**src/hw/ray_pkg.sv**
```systemverilog
package ray_pkg;

	//////////////////////////////////////////////////////////////////////
	// number formats
	//////////////////////////////////////////////////////////////////////

	typedef logic signed [15:0] coord_t; // origin and box bounds
	typedef logic signed [15:0] recip_t; // 1/dir, RECIP_FRAC fraction bits
	typedef logic signed [16:0] diff_t; // bound minus origin
	typedef logic signed [32:0] dist_t; // full diff_t * recip_t product
	typedef logic [7:0] tag_t; // ray id

	localparam int RECIP_FRAC = 12;

	// open interval used for an axis the ray runs parallel to
	localparam dist_t DIST_MAX = {1'b0, {32{1'b1}}};
	localparam dist_t DIST_MIN = {1'b1, {32{1'b0}}};

	//////////////////////////////////////////////////////////////////////
	// pipeline and flow control
	//////////////////////////////////////////////////////////////////////

	localparam int SLAB_LAT = 2; // slab_axis register stages
	localparam int MERGE_LAT = 2; // interval_merge register stages
	localparam int PIPE_LAT = SLAB_LAT + MERGE_LAT;

	localparam int CREDITS = 4; // result slots at the consumer
	localparam int CREDIT_W = $clog2(CREDITS + 1); // holds 0..CREDITS

endpackage

```
**src/hw/slab_axis.sv**
```systemverilog
`timescale 1ns/1ps

module slab_axis (
	input  logic            clk,
	input  logic            rst,
	input  ray_pkg::coord_t org,
	input  ray_pkg::coord_t lo,
	input  ray_pkg::coord_t hi,
	input  ray_pkg::recip_t inv,
	input  logic            par,
	output ray_pkg::dist_t  tmin,
	output ray_pkg::dist_t  tmax,
	output logic            reject
);

	import ray_pkg::*;

	diff_t  d_lo_r; // lo - org
	diff_t  d_hi_r; // hi - org
	recip_t inv_r;
	logic   neg_r; // direction points down the axis
	logic   par_r;
	logic   inside_r; // origin between the two planes

	dist_t  p_lo;
	dist_t  p_hi;

	//////////////////////////////////////////////////////////////////////
	// stage 1: offsets from the origin
	//////////////////////////////////////////////////////////////////////

	always_ff @(posedge clk) begin
		d_lo_r <= diff_t'(lo) - diff_t'(org);
		d_hi_r <= diff_t'(hi) - diff_t'(org);
		inv_r  <= inv;
	end

	always_ff @(posedge clk or posedge rst) begin
		if (rst) begin
			neg_r    <= 1'b0;
			par_r    <= 1'b0;
			inside_r <= 1'b0;
		end else begin
			neg_r    <= inv[$bits(recip_t)-1];
			par_r    <= par;
			inside_r <= (org >= lo) && (org <= hi);
		end
	end

	//////////////////////////////////////////////////////////////////////
	// stage 2: scale by 1/dir and order entry before exit
	//////////////////////////////////////////////////////////////////////

	assign p_lo = dist_t'(d_lo_r) * dist_t'(inv_r); // exact, fits 33 bits
	assign p_hi = dist_t'(d_hi_r) * dist_t'(inv_r);

	always_ff @(posedge clk) begin
		if (par_r) begin
			tmin <= DIST_MIN; // axis places no bound on t
			tmax <= DIST_MAX;
		end else if (neg_r) begin
			tmin <= p_hi; // hi plane reached first
			tmax <= p_lo;
		end else begin
			tmin <= p_lo;
			tmax <= p_hi;
		end
	end

	always_ff @(posedge clk or posedge rst) begin
		if (rst) begin
			reject <= 1'b0;
		end else begin
			reject <= par_r && !inside_r; // parallel and outside the slab
		end
	end

endmodule

```
**config.mk**
```make
export PLATFORM = sky130hd
export DESIGN_NAME = slab_axis
export DESIGN_NICKNAME = d
export VERILOG_FILES = /design/src/hw/ray_pkg.sv /design/src/hw/slab_axis.sv
export SDC_FILE = /design/constraint.sdc
export NUM_CORES = 2
export LEC_CHECK = 0
export BUFFER_PORTS_ARGS = -buffer_cell sky130_fd_sc_hd__buf_4
export CORE_MARGIN = 5
export CORE_UTILIZATION = 35
export CTS_CLUSTER_SIZE = 20
export DETAILED_ROUTE_END_ITERATION = 7
export HOLD_SLACK_MARGIN = 0.03
export SYNTH_ARGS = -nofsm -noshare
export SYNTH_HDL_FRONTEND = slang
export SYNTH_SLANG_ARGS = --single-unit
```
**constraint.sdc**
```tcl
create_clock -name clk -period 6.6 [get_ports clk]
set_input_delay 1.32 -clock clk [delete_from_list [all_inputs] [get_ports clk]]
set_output_delay 1.32 -clock clk [all_outputs]
set_load 0.05 [all_outputs]
```
# Word level (Yosys, flattened, before mapping)

Index checks and enable logic that the tools add are counted.

Add/subtract/negate cells: 2
Multipliers: 2
$lt $le $gt $ge: 2
Mux-type cells: 2
Reduce and logical (&&, ||, !) cells: 3

Operator list:

| kind                            | number |
|---|---|
| multiplier 17 x 16 -> 33 bit    | 2 |
| two-way mux 33 bit              | 2 |
| subtractor 16 x 16 -> 17 bit    | 2 |
| >= comparator 16 bit            | 1 |
| less-or-equal comparator 16 bit | 1 |
| logical AND 1 bit               | 2 |
| logical NOT 1 bit               | 1 |

Register bits: 120
Logic and storage cells: 20

# Longest topological paths before layout

Depth in word-level cells: 2
Mapped depth: 23
Gate-level depth less buffers: 22

# Least setup slack after synthesis

No wires, ideal clock.

Path kind: reg2reg
Start: reg inv_r[1]
End: reg tmax[28]
Setup time: 0.120 ns
Arrival: 5.974 ns
Setup slack: 0.506 ns
Stages on the path, launching flop included: 20
Path buffers: 2
Period minus slack after synthesis: 6.094 ns
Cells stage by stage: dfxtp_1 clkbuf_1 nand2_1 inv_1 fa_1 fa_1 fa_1 fa_1 fa_1 fa_1 ha_1 clkbuf_1 a21o_1 a21oi_1 nand2_1 or3_1 a21oi_1 xor2_1 nor2_1 a211o_1

Longest elaborated chain between the ends: 2
Elaborated cells on any way between the ends: 3
Classes of those cells: mul: 2; mux: 1

RTL lines:

| item                                            | line                             | text |
|---|---|---|
| start: declaration                              | slab_axis.sv:20                  | `recip_t inv_r;` |
| start signal: assignment                        | slab_axis.sv:35                  | `inv_r <= inv;` |
| multiplier 17 x 16 -> 33 bit (on tied branches) | slab_axis.sv:55, slab_axis.sv:54 |  |
| two-way mux 33 bit *                            | slab_axis.sv:61                  | `end else if (neg_r) begin` |
| end signal: assignment                          | slab_axis.sv:63                  | `tmax <= p_lo;` |
| end signal: assignment                          | slab_axis.sv:66                  | `tmax <= p_hi;` |
| end: declaration                                | slab_axis.sv:12                  | `output ray_pkg::dist_t tmax,` |

Mark *: on every way between the ends. The rest lies on a longest branch, timed or not.
A chain may end at the register's enable or synchronous reset.

# Final worst setup path

Start: reg inv_r[4]
End: reg tmax[28]

Same word-level chain as after synthesis.

==> flow_summary.toml <==
[timing]
tightest_slew_ns = 1.275
timing.final.ws_setup_ns = 0.2210
min_period_over_period_pct = 96.65
maxSlewViolCount = 0
rsz0062_at_grt = "no"
slew_headroom_pct = 13.90
fin_skew_ns = 0.03082
fmax_ghz = 0.1568
setup_viol_count_final = 0
setup_tns_ns = 0
fin_crit_ns = 6.379
hold_violations = 0

[placement]
dp.cells = 3917
post-place-ws_ns = -0.1932
hpwl_um = 54140
numPortBuffers = 133
place_congestion = 0.8834

[synthesis]
syn_area_mm2 = 0.02577
synth-seq-cells = 120
synthArstFlopShare_pct = 3.333
synth_area_leader_cell = "fa_1"
synth_top_area_share_pct = 43.04
synth_area_leaders = "fa_1, ha_1, inv_1"
synthCells = 2824
yosysSeqAreaShare_pct = 9.401
synth_edf_count = 0
synth_flop_cell = "dfxtp_1"
synthDistinctLibCells = 76
avgSynthCellArea_um2 = 9.124
synth_warnings = 0
syn_nets = 3647

[floorplanning]
coreArea_mm2 = 0.07296
initial_utilization_pct = 35.32
pin_count = 134
die-area_mm2 = 0.07915
rows = 99
die_w_um = 281.3
fp.dieH_um = 281.3

[finish]
syn2layout_area_growth_pct = 14.55
fin_util_pct = 40.46
drive_gt1_share_pct = 11.85
fillers = 7207
final_cell_count_no_fill = 3963
nets = 3814

[status]
status = "finished, final reports clean"

[min_path]
hp-class = "reg -> reg"

[global_routing]
antenna_found_initial = 2
grt_pass1_vias = 19500
grt_max_degree = 74
track_usage_pct = 16.66
grt_pass1_wl_um = 104200
grt-ovfl-total = 0

[detailed_routing]
finalWirelength_um = 65940
viasPerCell = 4.780
drt-pass1-iter-count = 5
drtIter0Drc = 879
post-route-drc-count = 0
final_antenna_net_count = 0
via_count = 18940
avgRoutedWirePerCell_um = 16.64

[worst_setup_path]
required_ns = 6.97
arrival_ns = 6.74
cp-start-kind = "flop"
critPathMaxFanout = 17
critPathKind = "reg -> reg"
cp-end-kind = "flop"

[cts]
clk_latency_ns = 0.49
cts_buffers = 17
htree_levels = 4
path_clk_slew_ns = 0.08
cts_tree = "yes"
clock_sinks = 120
clock_path_buffers = 2
cts_root_buffer = "clkbuf_16"
cts_hold_buf = 0

[flow_run]
cap_violations = 0
path summary, 6_finish.rpt:
path	start	to	slack, ns	cells past startpoint
worst max-delay path	inv_r[4]	tmax[28]	0.22	23
worst min-delay path	inside_r	reject	0.39	1
worst max register to register	inv_r[4]	tmax[28]	0.22	23
worst min register to register	inside_r	reject	0.39	1
max in group asynchronous	rst	par_r	5.71	2
min in group asynchronous	rst	reject	0.73	2
worst max-delay path, stage by stage (launching register included):
cell and delay, ns:
dfxtp_4 0.38, buf_12 0.16, and2_1 0.16, fa_1 0.53, inv_1 0.05, fa_1 0.46, fa_1 0.51, inv_1 0.05
fa_1 0.48, fa_1 0.49, inv_1 0.05, fa_1 0.47, inv_1 0.04, ha_1 0.28, a21o_1 0.19, o21bai_2 0.22
a221oi_4 0.41, a211oi_2 0.13, buf_4 0.16, or3_4 0.36, a21oi_2 0.14, xor2_1 0.19, nor2_1 0.06, a211o_1 0.28
layer usage:
| layer | routed length, um | up-vias | global-route usage (%) |
|---|---|---|---|
| met5 | 0 | - | 0 |
| met4 | 1819 | 0 | 5.122 |
| met3 | 3284 | 71 | 3.163 |
| met2 | 32320 | 434 | 27.59 |
| met1 | 28520 | 9588 | 22.35 |
| li1 | - | 8850 | - |
cells in the mapped netlist (10+ instances only):
master,number
o21bai_1,13
inv_1,641
fa_1,554
a211oi_1,13
xnor2_1,62
and2_1,272
mux2i_1,16
dfxtp_1,116
or3_1,15
a21o_1,26
nor3_1,21
nand2b_1,19
nand2_1,316
a211o_1,18
nand3_1,16
clkbuf_1,97
o21ai_0,45
a21oi_1,75
ha_1,202
o21a_1,10
nor2_1,105
xor2_1,24
cell usage in the layout (no fill, tap or decap), types with 26 or more instances in the layout:
master | Yosys | routed
and2_1 | 272 | 272
a21oi_1 | 75 | 73
buf_4 | 0 | 229
xnor2_1 | 62 | 62
nand2_1 | 316 | 316
nor2_1 | 105 | 105
dfxtp_1 | 116 | 89
inv_1 | 641 | 641
a21o_1 | 26 | 26
ha_1 | 202 | 201
fa_1 | 554 | 548
o21ai_0 | 45 | 40
sequential cells by signal, indices dropped and copies added, names as in the netlist:
register  flops
d_lo_r       17
reject        1
inside_r      1
neg_r         1
d_hi_r       17
tmin         33
tmax         33
inv_r        16
par_r         1
area by class of cell:
cell class | instances | area [um^2] | area share (%)
Tap cell | 959 | 1200 | 4.065
Multi-Input combinational cell | 1956 | 20600 | 69.80
Sequential cell | 120 | 2479 | 8.398
Clock inverter | 12 | 140.1 | 0.4748
Antenna cell | 1 | 2.502 | 0.008478
Clock buffer | 19 | 464.2 | 1.573
Inverter | 642 | 2410 | 8.164
Timing Repair Buffer | 254 | 2217 | 7.512
logic make-up after synthesis:
logic type               Yosys count  synth area share [%]
multiplexers                      17                0.6652
flip-flops                       120                 9.401
buffers and inverters            748                 11.06
XOR/XNOR                          86                 2.923
adder cells (fa/ha/maj)          756                 52.85
AND/OR/NAND/NOR                  833                 16.26
AO/OA/AOI/OAI                    264                 6.842
stage by stage:
step                      hold slack, ns  area, um^2
after detailed placement          0.3852       28530
after global placement            0.3867       28530
final                             0.3900       29520
after CTS                         0.3922       29140
after global routing              0.4144       29510
after floorplan                   0.3777       25770
what timing repair did:
item | 4_1_cts | 5_1_grt
cloned | 0 | 7
setup buffers | 0 | 7
endpoints found under the setup margin | 7 | 24
pin swaps | 1 | 10
gates resized for setup | 1 | 62
Power is not shown: default switching activity piles up to over one toggle a cycle in this logic, so the estimate is an artifact.
