### src/hw/ray_pkg.sv
package ray_pkg;

	//////////////////////////////////////////////////////////////////////
	// number formats
	//////////////////////////////////////////////////////////////////////

	typedef logic signed [15:0] coord_t; // origin and box bounds
	typedef logic signed [15:0] recip_t; // 1/dir, RECIP_FRAC fraction bits
	typedef logic signed [16:0] diff_t; // bound minus origin
	typedef logic signed [32:0] dist_t; // full diff_t * recip_t product
	typedef logic [7:0] tag_t; // ray id

	localparam int RECIP_FRAC = 12;

	// open interval used for an axis the ray runs parallel to
	localparam dist_t DIST_MAX = {1'b0, {32{1'b1}}};
	localparam dist_t DIST_MIN = {1'b1, {32{1'b0}}};

	//////////////////////////////////////////////////////////////////////
	// pipeline and flow control
	//////////////////////////////////////////////////////////////////////

	localparam int SLAB_LAT = 2; // slab_axis register stages
	localparam int MERGE_LAT = 2; // interval_merge register stages
	localparam int PIPE_LAT = SLAB_LAT + MERGE_LAT;

	localparam int CREDITS = 4; // result slots at the consumer
	localparam int CREDIT_W = $clog2(CREDITS + 1); // holds 0..CREDITS

endpackage

### src/hw/interval_merge.sv
`timescale 1ns/1ps

module interval_merge (
	input  logic           clk,
	input  logic           rst,
	input  ray_pkg::dist_t tmin_x,
	input  ray_pkg::dist_t tmin_y,
	input  ray_pkg::dist_t tmin_z,
	input  ray_pkg::dist_t tmax_x,
	input  ray_pkg::dist_t tmax_y,
	input  ray_pkg::dist_t tmax_z,
	input  logic           reject_x,
	input  logic           reject_y,
	input  logic           reject_z,
	output logic           hit
);

	import ray_pkg::*;

	dist_t tnear_n;
	dist_t tfar_n;
	dist_t tnear_r;
	dist_t tfar_r;
	logic  rej_r;

	// latest entry over the three slabs
	always_comb begin
		tnear_n = tmin_x;
		if (tmin_y > tnear_n)
			tnear_n = tmin_y;
		if (tmin_z > tnear_n)
			tnear_n = tmin_z;
	end

	// earliest exit
	always_comb begin
		tfar_n = tmax_x;
		if (tmax_y < tfar_n)
			tfar_n = tmax_y;
		if (tmax_z < tfar_n)
			tfar_n = tmax_z;
	end

	always_ff @(posedge clk) begin
		tnear_r <= tnear_n;
		tfar_r  <= tfar_n;
	end

	always_ff @(posedge clk or posedge rst) begin
		if (rst) begin
			rej_r <= 1'b0;
			hit   <= 1'b0;
		end else begin
			rej_r <= reject_x | reject_y | reject_z;
			hit   <= !rej_r && (tfar_r >= tnear_r) && (tfar_r > 0); // box ahead of origin
		end
	end

endmodule

### config.mk
export PLATFORM = sky130hd
export DESIGN_NAME = interval_merge
export DESIGN_NICKNAME = d
export VERILOG_FILES = /design/src/hw/ray_pkg.sv /design/src/hw/interval_merge.sv
export SDC_FILE = /design/constraint.sdc
export NUM_CORES = 1
export LEC_CHECK = 0
export BUFFER_PORTS_ARGS = -buffer_cell sky130_fd_sc_hd__buf_2
export CORE_MARGIN = 2
export CORE_UTILIZATION = 49
export CTS_CLUSTER_SIZE = 14
export DETAILED_ROUTE_END_ITERATION = 12
export HOLD_SLACK_MARGIN = 0.1
export PLACE_DENSITY = 0.82
export SYNTH_ARGS = -nofsm -noshare
export SYNTH_HDL_FRONTEND = slang
export SYNTH_SLANG_ARGS = --single-unit
### constraint.sdc
create_clock -name clk -period 2.1 [get_ports clk]
set_clock_uncertainty 0.15 [all_clocks]
set_input_delay 0.21 -clock clk [delete_from_list [all_inputs] [get_ports clk]]
set_output_delay 0.21 -clock clk [all_outputs]
set_load 0.02 [all_outputs]
== Word level (Yosys, flattened, before mapping) ==
Cells that the tools add are included.
Storage, ports and cells
  bits in read-only memories: 0
  memories: 0
  output and inout bits: 1
  bits in latches: 0
  flip-flop bits (word level): 68
  input port bits: 203
  word-level logic and storage cells: 19
  RAM bits: 0
Operators by class
  multiplexer cells: 4
  shift operators: 0
  equal/unequal tests: 0
  div/mod/pow operators: 0
  add/sub/neg operators: 0
  magnitude comparators: 6
  multiply operators: 0
  bitwise operators: 2
  reductions and logical operators: 3
Operator list (count)
  $mux W33: 4
  $gt A33 B33 Y1: 2
  $lt A33 B33 Y1: 2
  $ge A33 B33 Y1: 1
  $gt A33 B1 Y1 const B: 1
  $logic_and A1 B1 Y1: 2
  $or A1 B1 Y1: 2
  $logic_not A1 Y1: 1

== Logic depth before layout (Yosys ltp) ==
  word-level depth: 4
  gate-level depth with buffers: 23
  depth with buffers taken out: 20

== Worst setup path before layout ==
No wires, ideal clock.
  path kind: input-to-reg
  start point: input tmax_x[14]
  end point: register tfar_r[0]
  arrival time: 4214 ps
  slack: -2385 ps
  library setup time: 121 ps
  stages: 21
  buffers on the path: 2
  required time: 1829 ps
  cells stage by stage: inv_1 > ha_1 > and4_1 > a221o_1 > a222oi_1 > and3_4 > xnor2_1 > buf_2 > buf_2 > nor2_1 > a21oi_1 > ha_1 > a21o_1 > a21o_1 > a211oi_1 > o21ai_0 > a211oi_1 > nand2_1 > xnor2_1 > a21oi_4 > mux2_2
Between the ends
  longest elaborated chain between the ends: 4
Ends and longest elaborated chain
  start, declared: RTL line interval_merge.sv:9  | input ray_pkg::dist_t tmax_x,
  $lt A33 B33 Y1: RTL line interval_merge.sv:38  | if (tmax_y < tfar_n)
  $mux W33 (*): RTL line interval_merge.sv:38
  $lt A33 B33 Y1: RTL line interval_merge.sv:40  | if (tmax_z < tfar_n)
  $mux W33 (*): RTL line interval_merge.sv:40
  named net tfar_n[0]: RTL line interval_merge.sv:21  | dist_t tfar_n;
  end signal, assigned: RTL line interval_merge.sv:46  | tfar_r <= tfar_n;
  end, declared: RTL line interval_merge.sv:23  | dist_t tfar_r;
The timed path passes the listed nets; every way through them passes the cells marked *.

== Final worst setup path ==
  start point: input tmax_x[32]
  end point: register tfar_r[28]
Same word-level chain as after synthesis.

==> summary.txt <==
Run status
  • Status: complete, but fails checks
  • Failing checks: setup timing

Clock tree
  • CTS tree: done
  • Worst-skew pair later-pin latency: between 0.3 and 0.4 ns
  • CTS clock-pin slew for the worst setup and hold paths: about 0.060 ns
  • Max Root-Sink Buffers: 2
  • Clock H-tree levels: 3
  • # clock sinks: 68
  • Num CTS Buffers: 9
  • Root Buffer: clkbuf_16

Die
  • Boundary Pins: 204
  • Die Span Y: ~120 um
  • Core region area: roughly 14000 um2
  • Rows: 43
  • Initial core utilization: 50.7%
  • Die width: 124 um
  • Die area: around 15000 um2

Timing
  • Post-route minimum period: ~4.7 ns
  • Hold Violations, Final: 0
  • Fin Setup TNS: -160.48 ns
  • Worst Slack Setup Final: -2.58 ns
  • Highest clock rate: 0.213 GHz
  • Worst Tran Pin Value: ~0.44 ns
  • RSZ-0062 raised after global routing: true
  • Tcrit/Tclk final: 223%
  • Setup violators final: 67
  • Slew Limit Fails: 0
  • Worst slew margin: a little over two thirds

Power and ir drop
  • Pwr dens: between 700 and 800 nW/um2
  • Total chip power: approximately 0.0092 W
  • Leakage: between 6 and 7 nW
  • Peak VDD IR: between 0.5 and 0.6 mV

Worst setup path
  • CP Max Fanout: 7
  • Worst setup EP type: register
  • CP arrival: around 4.8 ns
  • Setup CP Type: input port to register
  • CP required: 2.20 ns
  • Setup crit start kind: input port

Routing
  • Routed WL per cell: roughly 22 um
  • Via count: about 8.9k
  • Drt total wl: 32700 um
  • Vias per inst: approximately 5.9
  • DRC Markers: 0
  • Drt first pass iters: 7
  • Antenna Nets Post-Route: 0
  • Initial DRC count: 577

Hold path
  • Hold Crit Class: input port to register

Yosys
  • Post-synth EDFFs: 0
  • YS warnings: 0
  • Post-synthesis sequential area ratio: 19.3%
  • Syn_nets: around 1.2k
  • Async set-or-reset flop fraction in the synthesized netlist: just under 3%
  • Count of state elements after synthesis: 68
  • Synth Instances: ~850
  • Mapped cell area: 7090 um2
  • Ys flop type: dfxtp_1
  • Synth Area per Inst: between 8 and 9 um2
  • Unique masters post-synth: 48

Placed design
  • RD Place Congestion: around 0.94
  • Final HPWL DP: about 17000 um
  • Post-placement setup slack: -2.62 ns
  • Dpl cells: 1369
  • I/O Buffers: 203
  • Placed standard-cell area: 9650 um2

Global route
  • Initial antenna violation count: 3
  • First-pass GRT wire length: approximately 42000 um
  • Number of global-route vias before repair: approximately 9k
  • Largest net degree at the start of global routing: 22
  • Gr ovfl total: 0
  • GRT Util Overall: between 30% and 40%

Final layout
  • Nets@finish: around 1.7k
  • Area grow syn2layout: 74.4%
  • Fin area: approximately 12000 um2
  • Non-filler instance count after layout: between 1k and 1.5k
  • Share of cells above drive strength 1: roughly 46%

Run
  • MaxCap Viol Count: 0
-- cell families after synthesis --
logic type,share of synthesized area [%]
buffers and inverters,10.1
and+or+nand+nor,12.2
AOI/OAI and AO/OA,15.1
adders and majority gates,28.8
muxes,14.2
DFF,19.3
xor gates and xnor gates,0.247
-- synthesized netlist by cell type, types with 2 or more instances --
cell / instances / share of area [%]
nand2b_1: 7 / 0.62
nor2_1: 54 / 2.9
nand2_1: 21 / 1.1
nor2b_1: 12 / 1.1
buf_2: 13 / 0.92
a21oi_1: 69 / 4.9
or3_1: 2 / 0.18
nand3_1: 11 / 0.78
o211ai_1: 3 / 0.32
a211oi_1: 8 / 0.85
mux2i_1: 96 / 14
nor4_1: 11 / 0.97
ha_1: 163 / 29
o21a_1: 9 / 0.95
inv_1: 165 / 8.7
dfxtp_1: 66 / 19
dfrtp_1: 2 / 0.71
a221o_1: 2 / 0.28
o21ai_0: 24 / 1.7
a21o_1: 34 / 3.6
nor3_1: 8 / 0.56
buf_6: 3 / 0.48
a221oi_1: 2 / 0.25
and4_1: 4 / 0.49
nand4_1: 31 / 2.7
a211o_1: 2 / 0.25
and3_1: 2 / 0.18
xnor2_1: 2 / 0.25
mux2_2: 4 / 0.64
-- layer usage --
metal	vias to the layer above	part of all wire, %	track usage [%]
li1	3936	-	-
met1	4080	34	34.1
met5	-	0.034	0
met4	2	9.9	17.4
met3	282	8.0	7.39
met2	553	49	61.0
-- final timing paths --
kind / start / endpoint / slack (ns) / cells past startpoint
worst min-delay path: tmin_x[28] / tnear_r[28] / 0.1 / 3
min in group asynchronous: rst / hit / 0.12 / 3
max in group asynchronous: rst / rej_r / 1.56 / 3
worst max register to register: tnear_r[1] / hit / -0.36 / 11
worst max-delay path: tmax_x[32] / tfar_r[28] / -2.58 / 26
worst min register to register: rej_r / hit / 0.43 / 3
-- area by class of cell --
type	count	area (um2)
Multi-Input combinational cell	600	6120
Timing Repair Buffer	467	3690
Fill cell	604	1630
Sequential cell	68	1370
Inverter	165	647
Clock buffer	11	253
Tap cell	180	225
Clock inverter	5	50.0
Antenna cell	1	2.50
-- stage by stage --
step           util (%)  hold slack [ns]
2_1_floorplan         -           -0.199
3_3_place_gp       69.0          -0.0905
3_5_place_dp       69.0          -0.0852
4_1_cts            81.6           0.0823
5_1_grt            88.4            0.127
6_report           88.4           0.0984
-- placed cells by master, fill, tap and decap left out, types with 11 or more instances in the layout --
master,n
buf_4,169
a21oi_2,33
a21oi_1,33
buf_12,11
buf_2,178
buf_6,34
mux2i_2,13
a21o_1,34
mux2i_4,12
dlygate4sd3_1,62
inv_1,140
ha_4,38
mux2i_1,71
nor2b_1,11
inv_2,17
nand4_1,31
clkbuf_16,16
dfxtp_1,64
ha_1,124
nand2_1,20
nor2_1,39
-- sequential cells by signal, indices dropped and copies added, names as in the netlist --
name	cells
tnear_r	33
rej_r	1
tfar_r	33
hit	1
-- timing repair --
action,in CTS,in global routing
resized for setup,113,149
setup endpoints to repair,67,67
endpoints found under the hold margin,62,0
buffers inserted,26,17
gates cloned,6,6
pin swaps,53,71
hold buffers,62,0
-- worst max-delay path: stages --
cell and delay (ns):
buf_6 0.07, inv_2 0.06, ha_4 0.33, nand4_1 0.17, nor4_2 0.35, buf_4 0.21, and4_1 0.18, a222oi_1 0.09
and3_4 0.19, xnor2_4 0.18, buf_6 0.16, buf_12 0.14, buf_4 0.14, nor2_1 0.05, a21oi_2 0.25, ha_4 0.27
a21o_1 0.19, a21oi_2 0.19, o21ai_1 0.10, a21oi_1 0.17, nand2_1 0.12, xnor2_2 0.17, a21oi_4 0.17, buf_6 0.19
clkbuf_16 0.17, mux2i_1 0.24
-- power by group --
| part | internal [W] | switching [W] |
|---|---|---|
| Clock | 0.000974 | 0.000552 |
| Combinational | 0.00300 | 0.00268 |
| Sequential | 0.00170 | 0.000263 |
(Power assumes the default switching activity.)
