--- config.mk ---
export PLATFORM = sky130hd
export DESIGN_NAME = credit_gate
export DESIGN_NICKNAME = d
export VERILOG_FILES = /design/src/hw/ray_pkg.sv /design/src/hw/credit_gate.sv
export SDC_FILE = /design/constraint.sdc
export NUM_CORES = 1
export LEC_CHECK = 0
export BUFFER_PORTS_ARGS = -buffer_cell sky130_fd_sc_hd__buf_4
export CORE_AREA = 2 2 39 41
export CTS_BUF_LIST = sky130_fd_sc_hd__clkbuf_4 sky130_fd_sc_hd__clkbuf_8
export CTS_CLUSTER_DIAMETER = 30
export DETAILED_ROUTE_END_ITERATION = 8
export DIE_AREA = 0 0 41 43
export SETUP_SLACK_MARGIN = 0.15
export SLEW_MARGIN = 10
export SYNTH_ARGS = -nofsm -noshare
export SYNTH_HDL_FRONTEND = slang
export SYNTH_SLANG_ARGS = --single-unit
--- constraint.sdc ---
create_clock -name clk -period 3.75 [get_ports clk]
set_clock_uncertainty 0.2 [all_clocks]
set_input_delay 0.5625 -clock clk [delete_from_list [all_inputs] [get_ports clk]]
set_output_delay 0.5625 -clock clk [all_outputs]
set_load 0.01 [all_outputs]
--- src/hw/ray_pkg.sv ---
package ray_pkg;

	//////////////////////////////////////////////////////////////////////
	// number formats
	//////////////////////////////////////////////////////////////////////

	typedef logic signed [15:0] coord_t; // origin and box bounds
	typedef logic signed [15:0] recip_t; // 1/dir, RECIP_FRAC fraction bits
	typedef logic signed [16:0] diff_t; // bound minus origin
	typedef logic signed [32:0] dist_t; // full diff_t * recip_t product
	typedef logic [7:0] tag_t; // ray id

	localparam int RECIP_FRAC = 12;

	// open interval used for an axis the ray runs parallel to
	localparam dist_t DIST_MAX = {1'b0, {32{1'b1}}};
	localparam dist_t DIST_MIN = {1'b1, {32{1'b0}}};

	//////////////////////////////////////////////////////////////////////
	// pipeline and flow control
	//////////////////////////////////////////////////////////////////////

	localparam int SLAB_LAT = 2; // slab_axis register stages
	localparam int MERGE_LAT = 2; // interval_merge register stages
	localparam int PIPE_LAT = SLAB_LAT + MERGE_LAT;

	localparam int CREDITS = 4; // result slots at the consumer
	localparam int CREDIT_W = $clog2(CREDITS + 1); // holds 0..CREDITS

endpackage

--- src/hw/credit_gate.sv ---
`timescale 1ns/1ps

module credit_gate (
	input  logic clk,
	input  logic rst,
	input  logic ray_valid,
	input  logic credit_return,
	output logic ray_ready,
	output logic accept
);

	import ray_pkg::*;

	logic [CREDIT_W-1:0] credit_cnt; // free result slots downstream

	assign ray_ready = (credit_cnt != '0);
	assign accept    = ray_valid & ray_ready;

	always_ff @(posedge clk or posedge rst) begin
		if (rst) begin
			credit_cnt <= CREDIT_W'(CREDITS);
		end else begin
			case ({accept, credit_return})
				2'b10: credit_cnt <= credit_cnt - 1'b1; // ray taken
				2'b01: credit_cnt <= credit_cnt + 1'b1; // slot freed
				default: credit_cnt <= credit_cnt; // none or both
			endcase
		end
	end

endmodule

After elaboration in Yosys (flattened, before gate mapping)
Cells that the tools add are included.

Reduce and logical (&&, ||, !) cells: 2. Eq/ne operators: 2. Bitwise gates (word level): 1. Add/sub/neg operators: 2. Multiplexer cells: 1.

Operators with widths (count): one-hot mux 3 bit (2 select lines) (1); adder 3 x 1 -> 3 bit (second input constant) (1); nonzero test 3 bit (1); subtractor 3 x 1 -> 3 bit (second input constant) (1); equality test 2 x 1 -> 1 bit (second input constant) (1); equality test 2 bit (second input constant) (1); nonzero test 2 bit (1); AND 1 bit (1).

Output and inout bits: 2. Word-level logic and storage cells: 9. Register bits after elaboration: 3. Bits of input ports: 4.

Depth between registers and ports, before layout
Depth after elaboration: 4. Gate-level depth with buffers: 8. Depth with buffers taken out: 8.

Least setup slack after synthesis
Ideal clock, no wire load.

Kind: reg-to-reg. Start point: reg credit_cnt[1]. End point: reg credit_cnt[2]. Path slack: 1.639 ns. Clock period less this slack: 2.111 ns. Arrival time: 1.836 ns. Path buffers: 0. Setup time: 0.075 ns. Stages on the path, launching flop included: 9. Data required time: 3.475 ns. Path through: dfrtp_1 -> or3_4 -> nand2_2 -> ha_1 -> inv_1 -> fa_1 -> xor2_1 -> nor2_1 -> xor2_1.

Longest elaborated chain between the ends: 4. Elaborated cells between the ends (all ways): 8. Those cells by class: 2 x add/sub; 2 x eq/ne; 1 x mux; 1 x bitwise; 2 x reduce/logical.

Ends and longest elaborated chain: start, declared (RTL line credit_gate.sv:14) `logic [CREDIT_W-1:0] credit_cnt;`; start signal, assigned (RTL line credit_gate.sv:21) `credit_cnt <= CREDIT_W'(CREDITS);`; start signal, assigned (RTL line credit_gate.sv:24) `2'b10: credit_cnt <= credit_cnt - 1'b1;`; start signal, assigned (RTL line credit_gate.sv:25) `2'b01: credit_cnt <= credit_cnt + 1'b1;`; nonzero test 3 bit (*) (RTL line credit_gate.sv:16) `assign ray_ready = (credit_cnt != '0);`; net ray_ready (RTL line credit_gate.sv:8) `output logic ray_ready,`; AND 1 bit (*) (RTL line credit_gate.sv:17) `assign accept = ray_valid & ray_ready;`; equality test 2 x 1 -> 1 bit / equality test 2 bit (equally long branches) (RTL line credit_gate.sv:23) `case ({accept, credit_return})`; one-hot mux 3 bit (2 select lines) / nonzero test 2 bit (equally long branches).

The timed path passes the listed nets; every way through them passes the cells marked *. A chain may end at the register's enable or synchronous reset.

Worst setup path after layout
Start point: reg credit_cnt[1]. End point: reg credit_cnt[2].

Longest elaborated chain between the ends: 4. Elaborated cells between the ends (all ways): 8. Those cells by class: 2 x add/sub; 2 x eq/ne; 1 x mux; 1 x bitwise; 2 x reduce/logical.

Ends and longest elaborated chain (RTL line): nonzero test 3 bit (credit_gate.sv:16); AND 1 bit (credit_gate.sv:17); equality test 2 x 1 -> 1 bit / equality test 2 bit (equally long branches) (credit_gate.sv:23); one-hot mux 3 bit (2 select lines) / nonzero test 2 bit (equally long branches).

Parallel ways exist; a longest one is shown, timed or not.

==> impl_metrics.sql <==
INSERT INTO impl_metrics (metric_group, metric, value, unit) VALUES
('critical_path', 'timing.reg2reg.worst_path_depth', '8', ''),
('clocking', 'cts_htree_levels', '1', ''),
('grt', 'grt_max_degree', '4', ''),
('layout', 'nNetsFinal', '32', ''),
('route', 'num_vias', '138', ''),
('route', 'first_pass_iters', '1', ''),
('flow_run', 'maxCapViolCount', '0', ''),
('route', 'detail_route.wl_per_cell', '7.22', 'µm'),
('logic_synthesis', 'syn_avg_cell_area', '11.9', 'µm²'),
('power_and_ir_drop', 'ir_worst_vdd', '0.160', 'mV'),
('clocking', 'cts.sinks', '3', ''),
('floorplan', 'pin_count', '6', ''),
('layout', 'layout_commonest_cell', 'sky130_fd_sc_hd__buf_4', ''),
('logic_synthesis', 'synth_compound_area_frac', '0', ''),
('critical_path', 'critPathMaxStageDelay', '0.40', 'ns'),
('logic_synthesis', 'synth_area_in_xor_xnor', '0.147', ''),
('critical_path', 'cp-end-kind', 'register', ''),
('layout', 'most-common-layout-cells', '5 x sky130_fd_sc_hd__buf_4, 4 x sky130_fd_sc_hd__clkbuf_4, 2 x sky130_fd_sc_hd__xor2_1, 2 x sky130_fd_sc_hd__inv_1, 2 x sky130_fd_sc_hd__dfrtp_1', ''),
('critical_path', 'worstReg2RegStart', 'credit_cnt[1]$_DFFE_PP0P_', ''),
('sta', 'setup_violations', '0', ''),
('critical_path', 'crit_path_frequent_cell', 'sky130_fd_sc_hd__xor2_1', ''),
('logic_synthesis', 'synthSimpleGateAreaFrac', '0.119', ''),
('logic_synthesis', 'syn-instance-count', '15', ''),
('critical_path', 'rrSetupSlack', '1.55', 'ns'),
('grt', 'grt_antenna_before_repair', '0', ''),
('clocking', 'post_cts_hold_buffer_count', '1', ''),
('floorplan', 'die_height', '43', 'µm'),
('clocking', 'clk_latency', '0.23', 'ns'),
('power_and_ir_drop', 'cellPowerDensity', '799', 'nW/µm²'),
('layout', 'final_layout_size_suffix_gt1_frac', '0.560', ''),
('placed_design', 'dp_hpwl', '237', 'µm'),
('sta', 'maxSlewHeadroom', '0.893', ''),
('sta', 'rsz0062_at_grt', 'false', ''),
('sta', 'report.final.hold_viol_count', '0', ''),
('grt', 'grt_use_total', '0.0565', ''),
('critical_path', 'critical-path-slowest-cell', 'sky130_fd_sc_hd__dfrtp_1', ''),
('critical_path', 'cp.arrival', '2.15', 'ns'),
('floorplan', 'die_w', '41', 'µm'),
('grt', 'grt_pass1_vias', '162', ''),
('layout', 'reg.largest.list', 'credit_cnt: 3 flops', ''),
('critical_path', 'worstPathRequired', '3.70', 'ns'),
('floorplan', 'design.die.area', '1760', 'µm²'),
('sta', 'setup_total_negative_slack', '0', 'ns'),
('critical_path', 'worst_r2r_endpoint', 'credit_cnt[2]$_DFFE_PP1P_', ''),
('hold_path', 'hold_end', 'credit_cnt[2]$_DFFE_PP1P_', ''),
('hold_path', 'worst_hold_path_type', 'reg2reg', ''),
('placed_design', 'place_area', '236', 'µm²'),
('sta', 'final.period_utilization', '0.588', ''),
('route', 'drc', '0', ''),
('layout', 'finalInstanceArea', '277', 'µm²'),
('power_and_ir_drop', 'p_leak', '0.132', 'nW'),
('route', 'route.final.wire_length', '296', 'µm'),
('critical_path', 'path_max_fanout', '3', ''),
('layout', 'final_util', '0.200', ''),
('floorplan', 'coreArea', '1380', 'µm²'),
('logic_synthesis', 'synth.ff_latch_count', '3', ''),
('sta', 'fmax', '454', 'MHz'),
('hold_path', 'worstHoldStart', 'credit_cnt[2]$_DFFE_PP1P_', ''),
('logic_synthesis', 'synth.area.mux_share', '0.0629', ''),
('sta', 'worstMarginPinSlew', '0.161', 'ns'),
('run_status', 'status', 'finished, final reports clean', ''),
('clocking', 'numCtsBuffers', '3', ''),
('layout', 'top_register', 'credit_cnt', ''),
('clocking', 'buffers_inserted_during_post_cts_setup_optimization', '0', ''),
('floorplan', 'initial_utilization', '0.129', ''),
('logic_synthesis', 'ys_types', '12', ''),
('grt', 'global_route_wire_length_before_repair', '579', 'µm'),
('logic_synthesis', 'synth-adder-area-share', '0.182', ''),
('logic_synthesis', 'fraction_of_the_yosys_area_taken_by_sequential_cells', '0.427', ''),
('critical_path', 'critPathLaunchType', 'register', ''),
('hold_path', 'worst_hold_path.num_cells', '1', '');
[Yosys cell counts]
cell type	count	area share
sky130_fd_sc_hd__inv_2	1	0.021
sky130_fd_sc_hd__mux2_2	1	0.063
sky130_fd_sc_hd__dfstp_2	1	0.15
sky130_fd_sc_hd__fa_1	1	0.11
sky130_fd_sc_hd__ha_1	1	0.070
sky130_fd_sc_hd__nor2_1	1	0.021
sky130_fd_sc_hd__xor2_1	2	0.098
sky130_fd_sc_hd__inv_1	2	0.042
sky130_fd_sc_hd__xnor2_1	1	0.049
sky130_fd_sc_hd__or3_4	1	0.063
sky130_fd_sc_hd__nand2_2	1	0.035
sky130_fd_sc_hd__dfrtp_1	2	0.28
[how the worst max path moves through the flow]
stage	startpoint	to	slack, ns	cells after the start
after floorplan	credit_cnt[1]$_DFFE_PP0P_	credit_cnt[2]$_DFFE_PP1P_	1.64	8
after global placement	credit_cnt[1]$_DFFE_PP0P_	credit_cnt[2]$_DFFE_PP1P_	1.58	8
after detailed placement	credit_cnt[1]$_DFFE_PP0P_	credit_cnt[2]$_DFFE_PP1P_	1.54	8
after CTS	credit_cnt[1]$_DFFE_PP0P_	credit_cnt[2]$_DFFE_PP1P_	1.52	8
after global routing	credit_cnt[1]$_DFFE_PP0P_	credit_cnt[2]$_DFFE_PP1P_	1.39	8
final	credit_cnt[1]$_DFFE_PP0P_	credit_cnt[2]$_DFFE_PP1P_	1.55	8
[power breakdown]
group	internal, mW	switching (mW)
sequential	0.0551	0.0170
combinational	0.0500	0.0364
clock	0.0470	0.0154
total	0.152	0.0689
[cells by family (layout without fill, tap and decap cells)]
family,after synthesis,in the layout
XOR/XNOR,3,3
flip-flops,3,3
AND/OR/NAND/NOR,3,3
adder cells (fa/ha/maj),2,2
multiplexers,1,1
buffers and inverters,3,13
[per-layer routing]
metal	vias up	global-route usage	wire, µm
met5	-	0	0
met4	0	0.0800	0
met3	0	0.0314	38
met2	5	0.0781	163
met1	66	0.0423	93
li1	67	-	-
[worst max-delay path, delay by kind of cell (launching register included)]
family | cells | cell delay [ns]
simple gates | 3 | 0.59
flops | 1 | 0.40
fa+ha+maj | 2 | 0.55
xor+xnor | 2 | 0.33
buf+inv | 1 | 0.06
[through the flow]
stage               power, mW  hold slack, ns  setup slack, ns  cells
finish                  0.221           0.330             1.55     41
global route            0.244           0.351             1.39     41
CTS                     0.230           0.333             1.52     41
detailed placement      0.159           0.241             1.54     36
global placement        0.158           0.241             1.58     36
floorplan               0.132           0.115             1.64     15
[area by class of cell]
type	count	area (µm²)	area share
Clock buffer	4	30.0	0.109
Sequential cell	3	76.3	0.276
Inverter	3	11.3	0.0407
Tap cell	16	20.0	0.0724
Multi-Input combinational cell	9	91.3	0.330
Timing Repair Buffer	6	47.5	0.172
Note: power is estimated with default switching activity, not from simulation.
